File: src/rob_defs.svh
`ifndef ROB_DEFS_SVH
`define ROB_DEFS_SVH

// slot 0 is reserved as the null nick
`define ROB_DEPTH 16

// nick (tag) width, wide enough for ROB_DEPTH-1
`define NICK_W 4

// result word
`define DATA_W 32

// pc and branch target
`define ADDR_W 32

// architectural register name
`define REG_W 5

`endif
File: src/rob_pkg.sv
`include "rob_defs.svh"

package rob_pkg;

    // one reorder buffer slot
    typedef struct packed {
        logic               occupied;
        logic               done;
        logic               is_store;
        logic               pred_taken;
        // filled in by the cdb
        logic               act_taken;
        logic [`REG_W-1:0]  rd;
        logic [`DATA_W-1:0] data;
        // jal needs both data and target, so no overlap
        logic [`ADDR_W-1:0] target;
    } rob_entry_t;

    // commit side state machine
    typedef enum logic [1:0] {
        ST_COMMIT     = 2'd0,
        ST_STORE_WAIT = 2'd1,
        ST_FLUSH      = 2'd2
    } commit_state_e;

endpackage

File: src/rob_if.sv
`timescale 1ns/10ps
`include "rob_defs.svh"

// decode asks for a slot, the pointer counter grants it
interface alloc_if;
    logic              req;
    logic [`REG_W-1:0] rd;
    logic              is_store;
    logic              pred;
    logic              ok;
    logic [`NICK_W-1:0] nick;

    // grant side
    modport ctr (
        input  req,
        output ok,
        output nick
    );

    // entry file only watches the handshake
    modport file (
        input req,
        input rd,
        input is_store,
        input pred,
        input ok,
        input nick
    );

    modport src (
        output req,
        output rd,
        output is_store,
        output pred,
        input  ok,
        input  nick
    );
endinterface

// completion broadcast from execution
interface cdb_if;
    logic               valid;
    logic [`NICK_W-1:0] nick;
    logic [`DATA_W-1:0] data;
    logic               taken;
    logic [`ADDR_W-1:0] target;

    modport sink (
        input valid,
        input nick,
        input data,
        input taken,
        input target
    );
endinterface

File: src/rob_top.sv
`timescale 1ns/10ps
`include "rob_defs.svh"

module rob_top (
    input  logic               clk,
    input  logic               rst,
    input  logic               rdy,
    input  logic               clr_in,
    input  logic               alloc_req,
    input  logic [`REG_W-1:0]  alloc_rd,
    input  logic               alloc_is_store,
    input  logic               alloc_pred,
    output logic               alloc_ok,
    output logic [`NICK_W-1:0] alloc_nick,
    input  logic               cdb_valid,
    input  logic [`NICK_W-1:0] cdb_nick,
    input  logic [`DATA_W-1:0] cdb_data,
    input  logic               cdb_taken,
    input  logic [`ADDR_W-1:0] cdb_target,
    input  logic               store_done,
    output logic               rf_we,
    output logic [`REG_W-1:0]  rf_rd,
    output logic [`DATA_W-1:0] rf_data,
    output logic [`NICK_W-1:0] rf_nick,
    output logic               store_go,
    output logic [`NICK_W-1:0] store_nick,
    output logic               flush_out,
    output logic [`ADDR_W-1:0] redirect_pc,
    output logic               full
);

    alloc_if alloc_bus ();
    cdb_if   cdb_bus ();

    logic                pop;
    logic                retire;
    logic                flush;
    logic                in_flush;
    logic [`NICK_W-1:0]  head;
    logic                empty;
    rob_pkg::rob_entry_t head_entry;

    // no grants during the flush cycle, so ok stays low with it
    assign alloc_bus.req      = alloc_req && !in_flush;
    assign alloc_bus.rd       = alloc_rd;
    assign alloc_bus.is_store = alloc_is_store;
    assign alloc_bus.pred     = alloc_pred;
    assign alloc_ok           = alloc_bus.ok;
    assign alloc_nick         = alloc_bus.nick;

    assign cdb_bus.valid  = cdb_valid;
    assign cdb_bus.nick   = cdb_nick;
    assign cdb_bus.data   = cdb_data;
    assign cdb_bus.taken  = cdb_taken;
    assign cdb_bus.target = cdb_target;

    rob_ptr_ctr u_ptr_ctr (
        .clk    (clk),
        .rst    (rst),
        .rdy    (rdy),
        .clr_in (clr_in),
        .pop    (pop),
        .flush  (flush),
        .alloc  (alloc_bus.ctr),
        .head   (head),
        .tail   (),
        .count  (),
        .full   (full),
        .empty  (empty)
    );

    rob_entry_file u_entry_file (
        .clk        (clk),
        .rst        (rst),
        .rdy        (rdy),
        .clr_in     (clr_in),
        .flush      (flush),
        .retire     (retire),
        .head       (head),
        .alloc      (alloc_bus.file),
        .cdb        (cdb_bus.sink),
        .head_entry (head_entry)
    );

    rob_commit_fsm u_commit_fsm (
        .clk         (clk),
        .rst         (rst),
        .rdy         (rdy),
        .clr_in      (clr_in),
        .head        (head),
        .empty       (empty),
        .head_entry  (head_entry),
        .store_done  (store_done),
        .pop         (pop),
        .retire      (retire),
        .flush       (flush),
        .in_flush    (in_flush),
        .rf_we       (rf_we),
        .rf_rd       (rf_rd),
        .rf_data     (rf_data),
        .rf_nick     (rf_nick),
        .store_go    (store_go),
        .store_nick  (store_nick),
        .flush_out   (flush_out),
        .redirect_pc (redirect_pc)
    );

endmodule

File: src/rob_commit_fsm.sv
`timescale 1ns/10ps
`include "rob_defs.svh"

module rob_commit_fsm (
    input  logic                clk,
    input  logic                rst,
    input  logic                rdy,
    input  logic                clr_in,
    input  logic [`NICK_W-1:0]  head,
    input  logic                empty,
    input  rob_pkg::rob_entry_t head_entry,
    input  logic                store_done,
    output logic                pop,
    output logic                retire,
    output logic                flush,
    output logic                in_flush,
    output logic                rf_we,
    output logic [`REG_W-1:0]   rf_rd,
    output logic [`DATA_W-1:0]  rf_data,
    output logic [`NICK_W-1:0]  rf_nick,
    output logic                store_go,
    output logic [`NICK_W-1:0]  store_nick,
    output logic                flush_out,
    output logic [`ADDR_W-1:0]  redirect_pc
);

    rob_pkg::commit_state_e state, state_nx;

    logic head_live;
    logic do_wb;
    logic do_store;
    logic do_flush;
    logic store_fin;

    assign head_live = !empty && head_entry.occupied;

    // decisions only made from the commit state
    assign do_wb = rdy && state == rob_pkg::ST_COMMIT && head_live && head_entry.done
                   && !head_entry.is_store
                   && (head_entry.pred_taken == head_entry.act_taken);
    assign do_flush = rdy && state == rob_pkg::ST_COMMIT && head_live && head_entry.done
                      && !head_entry.is_store
                      && (head_entry.pred_taken != head_entry.act_taken);
    // stores need no cdb result, hand off as soon as they reach the head
    assign do_store = rdy && state == rob_pkg::ST_COMMIT && head_live && head_entry.is_store;
    assign store_fin = rdy && state == rob_pkg::ST_STORE_WAIT && store_done;

    assign pop      = do_wb || store_fin;
    assign retire   = do_wb || store_fin;
    assign flush    = do_flush;
    assign in_flush = (state == rob_pkg::ST_FLUSH);

    always_comb begin
        state_nx = state;
        case (state)
            rob_pkg::ST_COMMIT: begin
                if (do_flush) begin
                    state_nx = rob_pkg::ST_FLUSH;
                end else if (do_store) begin
                    state_nx = rob_pkg::ST_STORE_WAIT;
                end
            end
            rob_pkg::ST_STORE_WAIT: begin
                if (store_fin) begin
                    state_nx = rob_pkg::ST_COMMIT;
                end
            end
            // one cycle, pointers are already back at 1
            rob_pkg::ST_FLUSH: begin
                if (rdy) begin
                    state_nx = rob_pkg::ST_COMMIT;
                end
            end
            default: state_nx = rob_pkg::ST_COMMIT;
        endcase
    end

    always_ff @(posedge clk) begin
        if (rst || clr_in) begin
            state     <= rob_pkg::ST_COMMIT;
            rf_we     <= 1'b0;
            store_go  <= 1'b0;
            flush_out <= 1'b0;
        end else begin
            // pulses drop while frozen
            state     <= state_nx;
            rf_we     <= do_wb;
            store_go  <= do_store;
            flush_out <= do_flush;
        end
    end

    always_ff @(posedge clk) begin
        if (do_wb) begin
            rf_rd   <= head_entry.rd;
            rf_data <= head_entry.data;
            rf_nick <= head;
        end
        if (do_store) begin
            store_nick <= head;
        end
        if (do_flush) begin
            redirect_pc <= head_entry.target;
        end
    end

    a_store_done_in_wait: assert property (@(posedge clk) disable iff (rst || clr_in)
        store_done |-> state == rob_pkg::ST_STORE_WAIT);

    a_wb_flush_exclusive: assert property (@(posedge clk) disable iff (rst)
        !(rf_we && flush_out));

endmodule

File: src/rob_entry_file.sv
`timescale 1ns/10ps
`include "rob_defs.svh"

module rob_entry_file (
    input  logic               clk,
    input  logic               rst,
    input  logic               rdy,
    input  logic               clr_in,
    input  logic               flush,
    input  logic               retire,
    input  logic [`NICK_W-1:0] head,
    alloc_if.file              alloc,
    cdb_if.sink                cdb,
    output rob_pkg::rob_entry_t head_entry
);

    rob_pkg::rob_entry_t ent [`ROB_DEPTH];

    logic alloc_fire;

    assign alloc_fire = alloc.req && alloc.ok;

    // head slot is read combinationally by the commit logic
    assign head_entry = ent[head];

    always_ff @(posedge clk) begin
        if (rst || clr_in || flush) begin
            for (int i = 0; i < `ROB_DEPTH; i++) begin
                ent[i].occupied <= 1'b0;
                ent[i].done     <= 1'b0;
            end
        end else if (rdy) begin
            if (alloc_fire) begin
                ent[alloc.nick].occupied   <= 1'b1;
                ent[alloc.nick].done       <= 1'b0;
                ent[alloc.nick].is_store   <= alloc.is_store;
                ent[alloc.nick].pred_taken <= alloc.pred;
                ent[alloc.nick].rd         <= alloc.rd;
            end

            // out of order results
            if (cdb.valid) begin
                ent[cdb.nick].done      <= 1'b1;
                ent[cdb.nick].data      <= cdb.data;
                ent[cdb.nick].act_taken <= cdb.taken;
                ent[cdb.nick].target    <= cdb.target;
            end

            // last so it wins on the head slot
            if (retire) begin
                ent[head].occupied <= 1'b0;
                ent[head].done     <= 1'b0;
            end
        end
    end

    // completion must name a live slot, never the null nick
    a_cdb_hits_live_slot: assert property (@(posedge clk) disable iff (rst || clr_in)
        (cdb.valid && rdy) |-> (cdb.nick != '0 && ent[cdb.nick].occupied));

endmodule

File: src/rob_ptr_ctr.sv
`timescale 1ns/10ps
`include "rob_defs.svh"

module rob_ptr_ctr (
    input  logic               clk,
    input  logic               rst,
    input  logic               rdy,
    input  logic               clr_in,
    input  logic               pop,
    input  logic               flush,
    alloc_if.ctr               alloc,
    output logic [`NICK_W-1:0] head,
    output logic [`NICK_W-1:0] tail,
    output logic [`NICK_W-1:0] count,
    output logic               full,
    output logic               empty
);

    localparam logic [`NICK_W-1:0] LAST = `NICK_W'(`ROB_DEPTH - 1);

    logic push;

    // wrap past the last slot back to 1, never 0
    function automatic logic [`NICK_W-1:0] next_ptr(input logic [`NICK_W-1:0] p);
        return (p == LAST) ? `NICK_W'(1) : p + `NICK_W'(1);
    endfunction

    function automatic logic [`NICK_W-1:0] ptr_add(input logic [`NICK_W-1:0] p,
                                                   input logic [`NICK_W-1:0] n);
        int s;
        s = (int'(p) - 1 + int'(n)) % (`ROB_DEPTH - 1);
        return `NICK_W'(s + 1);
    endfunction

    assign full  = (count == LAST);
    assign empty = (count == '0);

    assign alloc.ok   = alloc.req && !full && rdy;
    assign alloc.nick = alloc.ok ? tail : '0;

    assign push = alloc.req && alloc.ok;

    always_ff @(posedge clk) begin
        if (rst || clr_in || flush) begin
            head  <= `NICK_W'(1);
            tail  <= `NICK_W'(1);
            count <= '0;
        end else if (rdy) begin
            if (push) begin
                tail <= next_ptr(tail);
            end
            if (pop) begin
                head <= next_ptr(head);
            end
            case ({push, pop})
                2'b10:   count <= count + `NICK_W'(1);
                2'b01:   count <= count - `NICK_W'(1);
                default: count <= count;
            endcase
        end
    end

    // occupancy stays in step with the pointer distance
    a_count_matches_ptrs: assert property (@(posedge clk) disable iff (rst)
        tail == ptr_add(head, count));

    a_no_pop_when_empty: assert property (@(posedge clk) disable iff (rst)
        pop |-> !empty);

endmodule

File: config.mk
export PLATFORM = sky130hd
export DESIGN_NAME = rob_top
export DESIGN_NICKNAME = d
export VERILOG_FILES = /design/src/rob_pkg.sv /design/src/rob_if.sv /design/src/rob_top.sv /design/src/rob_commit_fsm.sv /design/src/rob_entry_file.sv /design/src/rob_ptr_ctr.sv
export VERILOG_INCLUDE_DIRS = /design/src
export SDC_FILE = /design/constraint.sdc
export NUM_CORES = 1
export LEC_CHECK = 0
export BUFFER_PORTS_ARGS = -buffer_cell sky130_fd_sc_hd__buf_2
export CAP_MARGIN = 10
export CORE_AREA = 8 8 219 430
export CTS_BUF_LIST = sky130_fd_sc_hd__clkbuf_16
export DETAILED_ROUTE_END_ITERATION = 16
export DIE_AREA = 0 0 227 438
export GPL_TIMING_DRIVEN = 0
export MAX_ROUTING_LAYER = met4
export PLACE_DENSITY = 0.74
export SLEW_MARGIN = 20
export SYNTH_ARGS = -nofsm -noshare
export SYNTH_HDL_FRONTEND = slang
export SYNTH_HIERARCHICAL = 1
export SYNTH_SLANG_ARGS = --single-unit
File: constraint.sdc
create_clock -name clk -period 5.61 [get_ports clk]
set_input_delay 0.561 -clock clk [delete_from_list [all_inputs] [get_ports clk]]
set_output_delay 0.561 -clock clk [all_outputs]
set_load 0.01 [all_outputs]
; ---- After elaboration in Yosys (flattened, before gate mapping)
; Memories as Yosys holds them, arrays and structs flattened. A register that Yosys moved wholly into a read port is not among the register bits.
; Index checks and enable logic that the tools add are counted.
; Widths: inputs -> output; s select.
[classes]
n_addsub = 4
eq_ne = 12
mux = 34
n_reduce_logical = 31
[op_table]
columns = cell, n
row1 = $mux 74, 3
row2 = $reduce_or 74->1, 3
row3 = $mux 4, 9
row4 = $logic_and 1x1->1, 14
row5 = $mux 1, 14
row6 = $add 4x1->4 const B, 3
row7 = $eq 4x4->1 const B, 3
row8 = $mux 2, 5
row9 = $pmux 4 s2, 1
row10 = $pmux 2 s3, 1
row11 = $reduce_and 2->1, 3
row12 = $eq 2x1->1 const B, 2
row13 = $eq 2x2->1 const B, 2
row14 = $logic_not 1->1, 4
row15 = $logic_not 4->1, 1
row16 = $sub 4x1->4 const B, 1
row17 = $logic_or 1x1->1, 3
row18 = $mux 3, 1
row19 = $ne 3x2->1 const B, 1
row20 = $reduce_and 3->1, 1
row21 = $logic_not 2->1, 1
row22 = $ne 2x1->1 const B, 1
row23 = $ne 2x2->1 const B, 1
row24 = $reduce_bool 2->1, 1
row25 = 2 further kinds, 2
[totals]
regBits = 94
ramBits = 1184
in_bits = 83
out_inout_bits = 86
elab_cells = 94
memories = 1
[mem_list]
columns = memory, words, word_bits, read_ports, rd_ports_with_merged_regs, wr, line_no
row1 = u_entry_file.ent, 16, 74, 1, 1, 16, rob_entry_file.sv:17  ; rob_pkg::rob_entry_t ent [`ROB_DEPTH];

; ---- Logic depth before layout (Yosys ltp)
; Gate-level depths: netlist of run 1.
[depth]
word_depth = 14
mapped_depth = 16

; ---- Cells and area by module
; Netlist of run 1, hierarchy kept.
[by_module_without_submodules]
columns = module, instances, cells_per_inst, area_per_inst_um2, seq_area_each_um2
row1 = rob_entry_file, 1, 1978, 44840.5, 35233.8
row2 = rob_commit_fsm, 1, 106, 2568.7, 2412.3
row3 = rob_ptr_ctr, 1, 84, 725.7, 240.2
row4 = rob_top, 1, 1, 13.8, 0.0

; ---- Least setup slack after synthesis of run 1
; OpenSTA, ideal clock, no wires.
[synth_timing]
kind = register to register
from = reg u_ptr_ctr.head[0]
to = mem u_entry_file/ent[13][0] in the netlist's numbering, enable pin
setup_time_ps = 546
arrival_time_ps = 4900
required_time_ps = 5064
slack_ps = 164
stages_incl_launch_ff = 14
synth_period_minus_slack_ps = 5446
path_cell_list = dfxtp_1 > buf_2 > buf_2 > buf_4 > mux4_2 > a22oi_1 > nand2_1 > nor3b_1 > nand2_1 > nor2_1 > nor3_2 > clkbuf_1 > nand4_1 > inv_1
[synth_rtl]
columns = item, line_no
row1 = "start, declared", rob_ptr_ctr.sv:12  ; output logic [`NICK_W-1:0] head,
row2 = "start signal, assigned", rob_ptr_ctr.sv:45  ; head <= `NICK_W'(1);
row3 = "start signal, assigned", rob_ptr_ctr.sv:53  ; head <= next_ptr(head);
row4 = "end, declared", rob_entry_file.sv:17

==> results of run 1 <==
## layout make-up
cell class                      instances  area, sq um
Clock buffer                          107         2680
Buffer                                121          629
Sequential cell                      1278        37900
Fill cell                            6034        34400
Inverter                               21          149
Clock inverter                         87          717
Multi-Input combinational cell        749         9580
Antenna cell                           13         32.5
Timing Repair Buffer                  186         1320
Tap cell                             1177         1470
## metrics by stage
stage	setup WS [ps]	hold slack [ps]
after floorplan	164	460
after global placement	-3960	480
after detailed placement	-174	489
after CTS	72.7	168
after global routing	157	203
final	307	219
## sequential cells by signal, summed over array words and instances, names as in the netlist
name / count
u_commit_fsm/flush_out: 1
u_commit_fsm/redirect_pc: 32
u_commit_fsm/rf_data: 32
u_commit_fsm/rf_nick: 4
u_commit_fsm/rf_rd: 5
u_commit_fsm/rf_we: 1
u_commit_fsm/state: 2
u_commit_fsm/store_go: 1
u_commit_fsm/store_nick: 4
u_entry_file/ent: 1184
u_ptr_ctr/count: 4
u_ptr_ctr/head: 4
u_ptr_ctr/tail: 4
## layer usage
layer	routed length, microns	share of wire
met1	41100	0.38
met2	54300	0.50
met3	10600	0.097
met4	3380	0.031
met5	0	0
## layout by cell type, fill, tap and decap left out, types with 8 or more instances in the layout
| cell | n |
|---|---|
| buf_1 | 11 |
| a22oi_1 | 160 |
| clkinv_2 | 23 |
| clkinvlp_4 | 8 |
| diode_2 | 13 |
| buf_2 | 192 |
| nor2_1 | 30 |
| bufinv_16 | 8 |
| nor3_1 | 11 |
| nand2_1 | 88 |
| a21oi_1 | 8 |
| dfxtp_1 | 49 |
| inv_6 | 13 |
| a31oi_1 | 17 |
| mux4_2 | 296 |
| clkbuf_1 | 49 |
| a211oi_1 | 12 |
| buf_16 | 16 |
| nor2b_1 | 9 |
| inv_1 | 22 |
| clkinv_1 | 22 |
| clkbuf_16 | 107 |
| nand3_1 | 23 |
| buf_4 | 27 |
| o311ai_0 | 16 |
| edfxtp_1 | 1229 |
## final timing paths
| path | slack [ps] | from | to |
|---|---|---|---|
| setup / recovery | 310 | u_ptr_ctr/head[2]$_SDFFE_PP0P_ | u_entry_file/ent[4][37]$_DFFE_PP_ |
| hold / removal | 220 | cdb_target[25] | u_entry_file/ent[2][25]$_DFFE_PP_ |
| setup reg to reg | 310 | u_ptr_ctr/head[2]$_SDFFE_PP0P_ | u_entry_file/ent[4][37]$_DFFE_PP_ |
| hold reg to reg | 510 | u_entry_file/ent[6][72]$_SDFF_PP0_ | u_entry_file/ent[6][72]$_SDFF_PP0_ |
## logic make-up after synthesis
group | count (synthesis)
buf+inv | 142
simple gates | 214
fa+ha+maj | 5
xor+xnor | 6
flops | 1278
mux | 299
compound gates | 225
## power groups by stage
stage / Sequential [uW] / Clock (uW) / Combinational [uW]
detailed placement: 10700 / 0 / 209
CTS: 10500 / 7280 / 210
finish: 10500 / 7170 / 211
global placement: 10700 / 0 / 188
global route: 10500 / 7600 / 230
floorplan: 10700 / 0 / 47.5
==> run summary, run 1 <==
Hold path depth: 1
Share of post-route cells with drive strength above 1: 0.287
Syn nets: 2257
Post-Syn Area: 48100 sq um
Xor-xnor portion of the synthesized cell area: 0.00109
Setup Buffers After CTS: 0
Final Cycle Share: 0.945
Reg2Reg Depth: 13
Peak supply drop: 0.301 mV
Placed Area: 51000 sq um
Routability cong.: 0.918
First-pass GRT wire length: 159000 microns
HP Class: input pin to flop
# resized after CTS: 6
CP arrival: 5680 ps
WP data required: 5980 ps
Grt met1 use: 0.289
Area Overhead vs Synth: 13.1%
Max_cap viols: 0
Sequential area share after synthesis: 0.787
DRT iter0 DRCs: 2625
Most frequent cell after synthesis: edfxtp_1
Async SR Flop Fraction: 0
Largest family of logic cells by synthesized area: multiplexers
H-tree levels: 3
Fin util: 0.613
Via count: 23800
Vias in the first global route: 24700
Logic pwr share: 0.012
Core Rows: 155
CTS tree: done
Seq pwr share: 0.587
Primary FF master, synth: edfxtp_1
Pre-antenna DRT Iters: 5
CTS Buf Count: 106
Width of the die: 227 microns
Die area: 99400 sq um
Pwr per Cell Area: 328 nW/um^2
Distinct cells, synth: 59
Overflow after GRT: 0
Number of clock sinks: 1278
Met3 Usage GRT: 0.0486
#FFs+latches synth: 1278
Clock power share: 0.402
Post-synthesis mux area share: 0.139
Internal: 14400 uW
WS Path Type: flop to flop
Worst-path clk slew: 70 ps
Final non-filler cell total: 3739
Largest net degree at the start of global routing: 51
Clock latency at the later pin of the worst-skew pair: 700 ps
Peak Freq: 189 MHz
Relative slew slack: 0.364
Initial Util: 0.542
Startpoint Class: flop
Ports: 169
LEAKAGE: 0.0174 uW
Max incr delay on CP: 700 ps
Crit path max-delay family: buffers and inverters
Syn avg cell area: 22.2 sq um
Yosys top cell area share: 0.766
Worst path slowest cell: clkbuf_1
Routed wire length per instance: 29.2 microns
Pwr Total: 17900 uW
DR vias/cell: 6.36
RSZ-0062 raised after global routing: no
Switch Pwr: 3480 uW
Clock buffer depth: 3
CP Cell Sequence: nor2b_1 -> clkbuf_1 -> clkbuf_1 -> a22oi_1 -> nand2_1 -> nor3b_1 -> nand2_1 -> nor2_4 -> nor3_4 -> clkbuf_1 -> nand3_1 -> inv_6 -> buf_16
Area leader, netlist: edfxtp_1
DP HPWL: 63900 microns
Cells after synthesis: 2169
Critical path capture point type: flop
Crit-path most repeated cell: clkbuf_1
Setup TNS Final: 0 ps
Clock skew: 23.7 ps
Clock root buffer: clkbuf_16
Simple-gate portion of the synthesized area: 0.0225
Layout Nets: 2551
Fin area: 54500 sq um
Ranking of synthesized cells by area: edfxtp_1, mux4_2, a22oi_1
Adder-cell share of the synthesized area: 0.00130
WP buf/inv: 5
Cts hold-fix bufs: 0
Synth top cells by count: edfxtp_1, mux4_2, a22oi_1
Switch share: 0.195
GRT Util Overall: 0.227
Final ANT Viol Nets: 0
Height of the die: 438 microns
# setup viols final: 0
Ys Warns: 6
Compound-Gate Fraction of Synth Area: 0.0347
Port Buffers: 168
Actual slew at the worst max-slew pin: 955 ps
Crit-path max FO: 37
Status: complete, no violations
Post-Place Cells: 3532
Number of synthesized flops with an enable pin: 1229
Final min period: 5300 ps
GR Util met2: 0.362
Critical path depth: 13
Final Hold Fails: 0
Max Slew Vio Count: 0
Drt drc: 0
Placeable Area: 88800 sq um
Initial antenna violation count: 12
Layer carrying the most global-route usage: met2
Final WL: 109000 microns
Note: power is estimated with default switching activity, not from simulation.
==> inputs of run 2 (changes only) <==
--- a/config.mk
+++ b/config.mk
@@ -8,13 +8,14 @@
 export LEC_CHECK = 0
 export BUFFER_PORTS_ARGS = -buffer_cell sky130_fd_sc_hd__buf_2
 export CAP_MARGIN = 10
-export CORE_AREA = 8 8 219 430
+export CORE_AREA = 8 8 272 536
 export CTS_BUF_LIST = sky130_fd_sc_hd__clkbuf_16
+export CTS_CLUSTER_SIZE = 28
 export DETAILED_ROUTE_END_ITERATION = 16
-export DIE_AREA = 0 0 227 438
+export DIE_AREA = 0 0 280 544
 export GPL_TIMING_DRIVEN = 0
 export MAX_ROUTING_LAYER = met4
-export PLACE_DENSITY = 0.74
+export SKIP_CTS_REPAIR_TIMING = 1
 export SLEW_MARGIN = 20
 export SYNTH_ARGS = -nofsm -noshare
 export SYNTH_HDL_FRONTEND = slang
==> run 2 against run 1 <==
  * Sequential cell count stayed put
  * Non-clock buffer count unchanged
  * Clock skew is 8.3 ps higher
  * Via count decreased by 1.4%
  * Routed wire length rose by 4.3%
  * Worst hold slack lost 5.7 ps
  * Critical path depth did not move
  * Count of clock-buffer cells in the layout rose by 11
  * Highest routed layer unchanged
  * Total power up 6.2%
  * Sequential power barely moved
  * Cell count is 19% higher
==> run summary, run 2 (synthesized netlist as in run 1, its figures left out) <==
DP HPWL: 66800 microns
Switch Pwr: 3680 uW
First-pass GRT wire length: 167000 microns
Seq pwr share: 0.552
CTS Buf Count: 117
Min Hold Slack: 213 ps
Clock power share: 0.436
Most flops, register: u_entry_file/ent
Pre-antenna DRT Iters: 6
Height of the die: 544 microns
Ports: 169
Commonest non-fill, non-tap cell in the layout: edfxtp_1
Worst-path clk slew: 70 ps
Clock root buffer: clkbuf_16
Pwr per Cell Area: 339 nW/um^2
GRT Util Overall: 0.152
Reg2Reg Depth: 13
Width of the die: 280 microns
CP Cell Sequence: buf_2 -> and2_1 -> clkbuf_2 -> clkbuf_1 -> a22oi_1 -> nand2_1 -> xnor2_1 -> nor2_4 -> nor3_4 -> clkbuf_1 -> nand3_1 -> inv_6 -> buf_16
Fin area: 56000 sq um
DR vias/cell: 5.26
PnR worst setup slack: 278 ps
Drt drc: 0
Core Rows: 194
Layout Nets: 2562
Clock latency at the later pin of the worst-skew pair: 710 ps
Final WL: 114000 microns
Setup TNS Final: 0 ps
Commonest non-fill, non-tap cells in the layout: edfxtp_1, mux4_2, buf_2, a22oi_1, clkbuf_16
Routability cong.: 0.845
Logic pwr share: 0.011
Initial Util: 0.346
Critical Path Start: u_ptr_ctr/head[2]$_SDFFE_PP0P_
Final non-filler cell total: 4460
Clock buffer depth: 3
Crit-path most repeated cell: clkbuf_1
Internal: 15300 uW
Final min period: 5330 ps
Initial antenna violation count: 28
Crit-path max FO: 35
DRT iter0 DRCs: 2428
Largest net degree at the start of global routing: 55
Critical path capture point type: flop
Placed Area: 51900 sq um
HP Class: input pin to flop
Hold path depth: 3
Vias in the first global route: 24300
H-tree levels: 3
CTS tree: done
# setup viols final: 0
Number of clock sinks: 1278
Max reg flops: 1184
Crit path max-delay family: buffers and inverters
Status: complete, no violations
Max_cap viols: 0
WP buf/inv: 6
Clock skew: 32.1 ps
Final ANT Viol Nets: 0
Overflow after GRT: 0
Reg2Reg Capture Point: u_entry_file/ent[4][13]$_DFFE_PP_
Hold path start: rst
Reg2reg start: u_ptr_ctr/head[2]$_SDFFE_PP0P_
Switch share: 0.194
R2R Setup Slk: 280 ps
Top Registers: u_entry_file/ent: 1184 flops, u_commit_fsm/redirect_pc: 32 flops, u_commit_fsm/rf_data: 32 flops
Via count: 23500
Share of post-route cells with drive strength above 1: 0.294
Peak Freq: 188 MHz
End point of the critical path: u_entry_file/ent[4][13]$_DFFE_PP_
RSZ-0062 raised after global routing: no
Max incr delay on CP: 640 ps
Max Slew Vio Count: 0
Pre-CTS setup slack: -171 ps
Die area: 152000 sq um
Post-Place Cells: 4217
Worst path slowest cell: clkbuf_1
Actual slew at the worst max-slew pin: 957 ps
Fillcell total: 12200
CP arrival: 5700 ps
Final Hold Fails: 0
Placeable Area: 139000 sq um
Final Cycle Share: 0.950
LEAKAGE: 0.0177 uW
Area Overhead vs Synth: 16.3%
Relative slew slack: 0.362
Port Buffers: 168
Peak supply drop: 0.260 mV
WP data required: 5980 ps
Startpoint Class: flop
Critical path depth: 13
WS Path Type: flop to flop
Routed wire length per instance: 25.6 microns
==> run 2: worst min-delay path by stage <==
stage	endpoint	slack [ps]
2_1_floorplan	u_commit_fsm/state[0]$_SDFFE_PP0P_	460
3_3_place_gp	u_entry_file/ent[14][72]$_SDFF_PP0_	490
3_5_place_dp	u_commit_fsm/state[0]$_SDFFE_PP0P_	490
4_1_cts	u_ptr_ctr/head[0]$_SDFFE_PP1P_	150
5_1_grt	u_entry_file/ent[11][15]$_DFFE_PP_	200
6_report	u_ptr_ctr/head[0]$_SDFFE_PP1P_	210
==> run 2: worst reg2reg max path, cell delays in order (launching register included) <==
cell      delay (ps)
dfxtp_1          600
buf_2            330
and2_1           180
clkbuf_2         450
clkbuf_1         640
a22oi_1          170
nand2_1          180
xnor2_1          270
nor2_4           240
nor3_4           400
clkbuf_1         470
nand3_1          290
inv_6            420
buf_16           310
==> run 2: area by class of cell <==
cell class	count	area [sq um]	area share
antenna	24	60.1	0.00107
buffer	121	629	0.0112
clock buffer	118	2950	0.0527
clock inverter	101	1100	0.0197
inverter	21	159	0.00284
multi-input combinational	749	9580	0.171
sequential	1278	37900	0.676
tap	1862	2330	0.0416
timing repair buffer	186	1320	0.0236
==> run 2: layer usage <==
metal / global-route usage / share of wire / up-vias
met5: - / 0 / -
met4: 0.0422 / 0.021 / 0
met3: 0.0348 / 0.084 / 149
met2: 0.233 / 0.47 / 956
met1: 0.204 / 0.42 / 12500
li1: - / - / 9869
==> run 2: power groups by stage <==
| stage | Clock (uW) | Sequential, uW | Combinational [uW] |
|---|---|---|---|
| after floorplan | 0 | 10700 | 47.5 |
| after global placement | 0 | 10700 | 192 |
| after detailed placement | 0 | 10700 | 213 |
| after CTS | 8460 | 10500 | 214 |
| after global routing | 8780 | 10500 | 236 |
| final | 8280 | 10500 | 214 |
==> run 2: stage by stage <==
step	power, uW	utilization
after floorplan	10700	-
after global placement	10900	0.369
after detailed placement	10900	0.373
after CTS	19100	0.402
after global routing	19500	0.403
final	19000	0.403
==> inputs of run 3 (changes only) <==
--- a/config.mk
+++ b/config.mk
@@ -8,6 +8,8 @@
 export LEC_CHECK = 0
 export BUFFER_PORTS_ARGS = -buffer_cell sky130_fd_sc_hd__buf_2
 export CAP_MARGIN = 10
+export CELL_PAD_IN_SITES_DETAIL_PLACEMENT = 1
+export CELL_PAD_IN_SITES_GLOBAL_PLACEMENT = 2
 export CORE_AREA = 8 8 272 536
 export CTS_BUF_LIST = sky130_fd_sc_hd__clkbuf_16
 export CTS_CLUSTER_SIZE = 28
@@ -15,6 +17,7 @@
 export DIE_AREA = 0 0 280 544
 export GPL_TIMING_DRIVEN = 0
 export MAX_ROUTING_LAYER = met4
+export PLACE_DENSITY_LB_ADDON = 0.2
 export SKIP_CTS_REPAIR_TIMING = 1
 export SLEW_MARGIN = 20
 export SYNTH_ARGS = -nofsm -noshare
==> run 3 against run 2 <==
  * Sequential cell count is the same
  * Total power shrank 2.5%
  * Clock power shrank 5.9%
  * Clock skew grew 17 ps
  * Critical path type unchanged
  * Critical endpoint is now u_entry_file/ent[7][36]$_DFFE_PP_
  * Largest cell class unchanged
  * Highest routed layer unchanged
==> run summary, run 3 (synthesized netlist as in run 1, its figures left out) <==
Initial Util: 0.346
Final WL: 122000 microns
LEAKAGE: 0.0176 uW
Height of the die: 544 microns
Overflow after GRT: 0
Share of post-route cells with drive strength above 1: 0.289
Fillcell total: 13200
Clock skew: 49.3 ps
Min Hold Slack: 207 ps
Core Rows: 194
Port Buffers: 168
Reg2reg start: u_ptr_ctr/head[0]$_SDFFE_PP1P_
Routability cong.: 0.759
DR vias/cell: 5.19
Critical Path Start: u_ptr_ctr/head[0]$_SDFFE_PP1P_
# setup viols final: 0
Clock root buffer: clkbuf_16
Vias in the first global route: 25100
Most flops, register: u_entry_file/ent
Max_cap viols: 0
Commonest non-fill, non-tap cell in the layout: edfxtp_1
Peak Freq: 183 MHz
Final Cycle Share: 0.972
Crit-path max FO: 48
Setup TNS Final: 0 ps
DP HPWL: 73700 microns
Pre-antenna DRT Iters: 5
Actual slew at the worst max-slew pin: 980 ps
Number of clock sinks: 1278
Startpoint Class: flop
Ports: 169
WS Path Type: flop to flop
Status: complete, no violations
Area Overhead vs Synth: 15.6%
Met3 Usage GRT: 0.0276
Clock latency at the later pin of the worst-skew pair: 740 ps
First-pass GRT wire length: 177000 microns
Peak supply drop: 0.253 mV
Layer carrying the most global-route usage: met2
Hold path start: cdb_target[15]
CTS Buf Count: 115
Max Slew Vio Count: 0
Final min period: 5450 ps
Final Hold Fails: 0
Via count: 23000
Grt met1 use: 0.215
CP arrival: 5820 ps
Max reg flops: 1184
Pwr per Cell Area: 332 nW/um^2
Multi-input logic area: 9590 sq um
Width of the die: 280 microns
Critical path capture point type: flop
Relative slew slack: 0.347
HP Class: input pin to flop
Pre-CTS setup slack: -523 ps
Die area: 152000 sq um
Clock buffer depth: 3
H-tree levels: 3
CTS tree: done
Routed wire length per instance: 27.6 microns
Layout Nets: 2559
Fin util: 0.400
DRT iter0 DRCs: 1555
Drt drc: 0
Largest net degree at the start of global routing: 49
Placeable Area: 139000 sq um
RSZ-0062 raised after global routing: no
GRT Util Overall: 0.164
PnR worst setup slack: 158 ps
Register Area: 37900 sq um
Top Registers: u_entry_file/ent: 1184 flops, u_commit_fsm/redirect_pc: 32 flops, u_commit_fsm/rf_data: 32 flops
Worst-path clk slew: 70 ps
Initial antenna violation count: 13
GR Util met2: 0.269
Final ANT Viol Nets: 0
WP data required: 5980 ps
Commonest non-fill, non-tap cells in the layout: edfxtp_1, mux4_2, buf_2, a22oi_1, clkbuf_16
run 3: area by class of cell:
cell class | instances | share of cell area
clock buffer | 118 | 0.0531
multi-input combinational | 749 | 0.172
tap | 1862 | 0.0419
antenna | 11 | 0.000495
timing repair buffer | 186 | 0.0235
inverter | 21 | 0.00290
sequential | 1278 | 0.681
buffer | 120 | 0.0114
clock inverter | 90 | 0.0136
run 3: final timing paths:
| path | endpoint | slack (ps) | cells past startpoint |
|---|---|---|---|
| worst max-delay path | u_entry_file/ent[7][36]$_DFFE_PP_ | 160 | 15 |
| worst min-delay path | u_entry_file/ent[0][15]$_DFFE_PP_ | 210 | 1 |
| worst max register to register | u_entry_file/ent[7][36]$_DFFE_PP_ | 160 | 15 |
| worst min register to register | u_entry_file/ent[12][72]$_SDFF_PP0_ | 510 | 2 |
run 3: metal layers:
| metal | share of wire | wire length, microns | vias up |
|---|---|---|---|
| li1 | - | - | 9828 |
| met1 | 0.44 | 53700 | 12500 |
| met2 | 0.50 | 60600 | 547 |
| met3 | 0.049 | 5980 | 125 |
| met4 | 0.017 | 2100 | 0 |
| met5 | 0 | 0 | - |
run 3: metrics by stage:
| step | total power, uW | area (sq um) | std cells |
|---|---|---|---|
| after floorplan | 10700 | 48100 | 2169 |
| after global placement | 10900 | 51300 | 4199 |
| after detailed placement | 10900 | 51900 | 4217 |
| after CTS | 18800 | 55600 | 4425 |
| after global routing | 19100 | 55600 | 4435 |
| final | 18500 | 55600 | 4435 |
run 3: power breakdown:
part	total, uW	switching (uW)	leakage (uW)	internal (uW)
Sequential	10500	7.46	0.0114	10500
Combinational	222	175	0.00426	47.0
Clock	7790	3480	0.00191	4310
run 3: critical path: stages, from the launching register on:
cell and delay (ps):
dfxtp_1 520, buf_2 230, buf_2 460, buf_4 370, mux4_2 530, a22oi_1 300
nand2_1 150, nor3b_1 180, nand2_1 160, nor2_4 50, buf_12 170, nor3_4 370
clkbuf_1 460, nand4_1 360, inv_6 340, buf_16 360
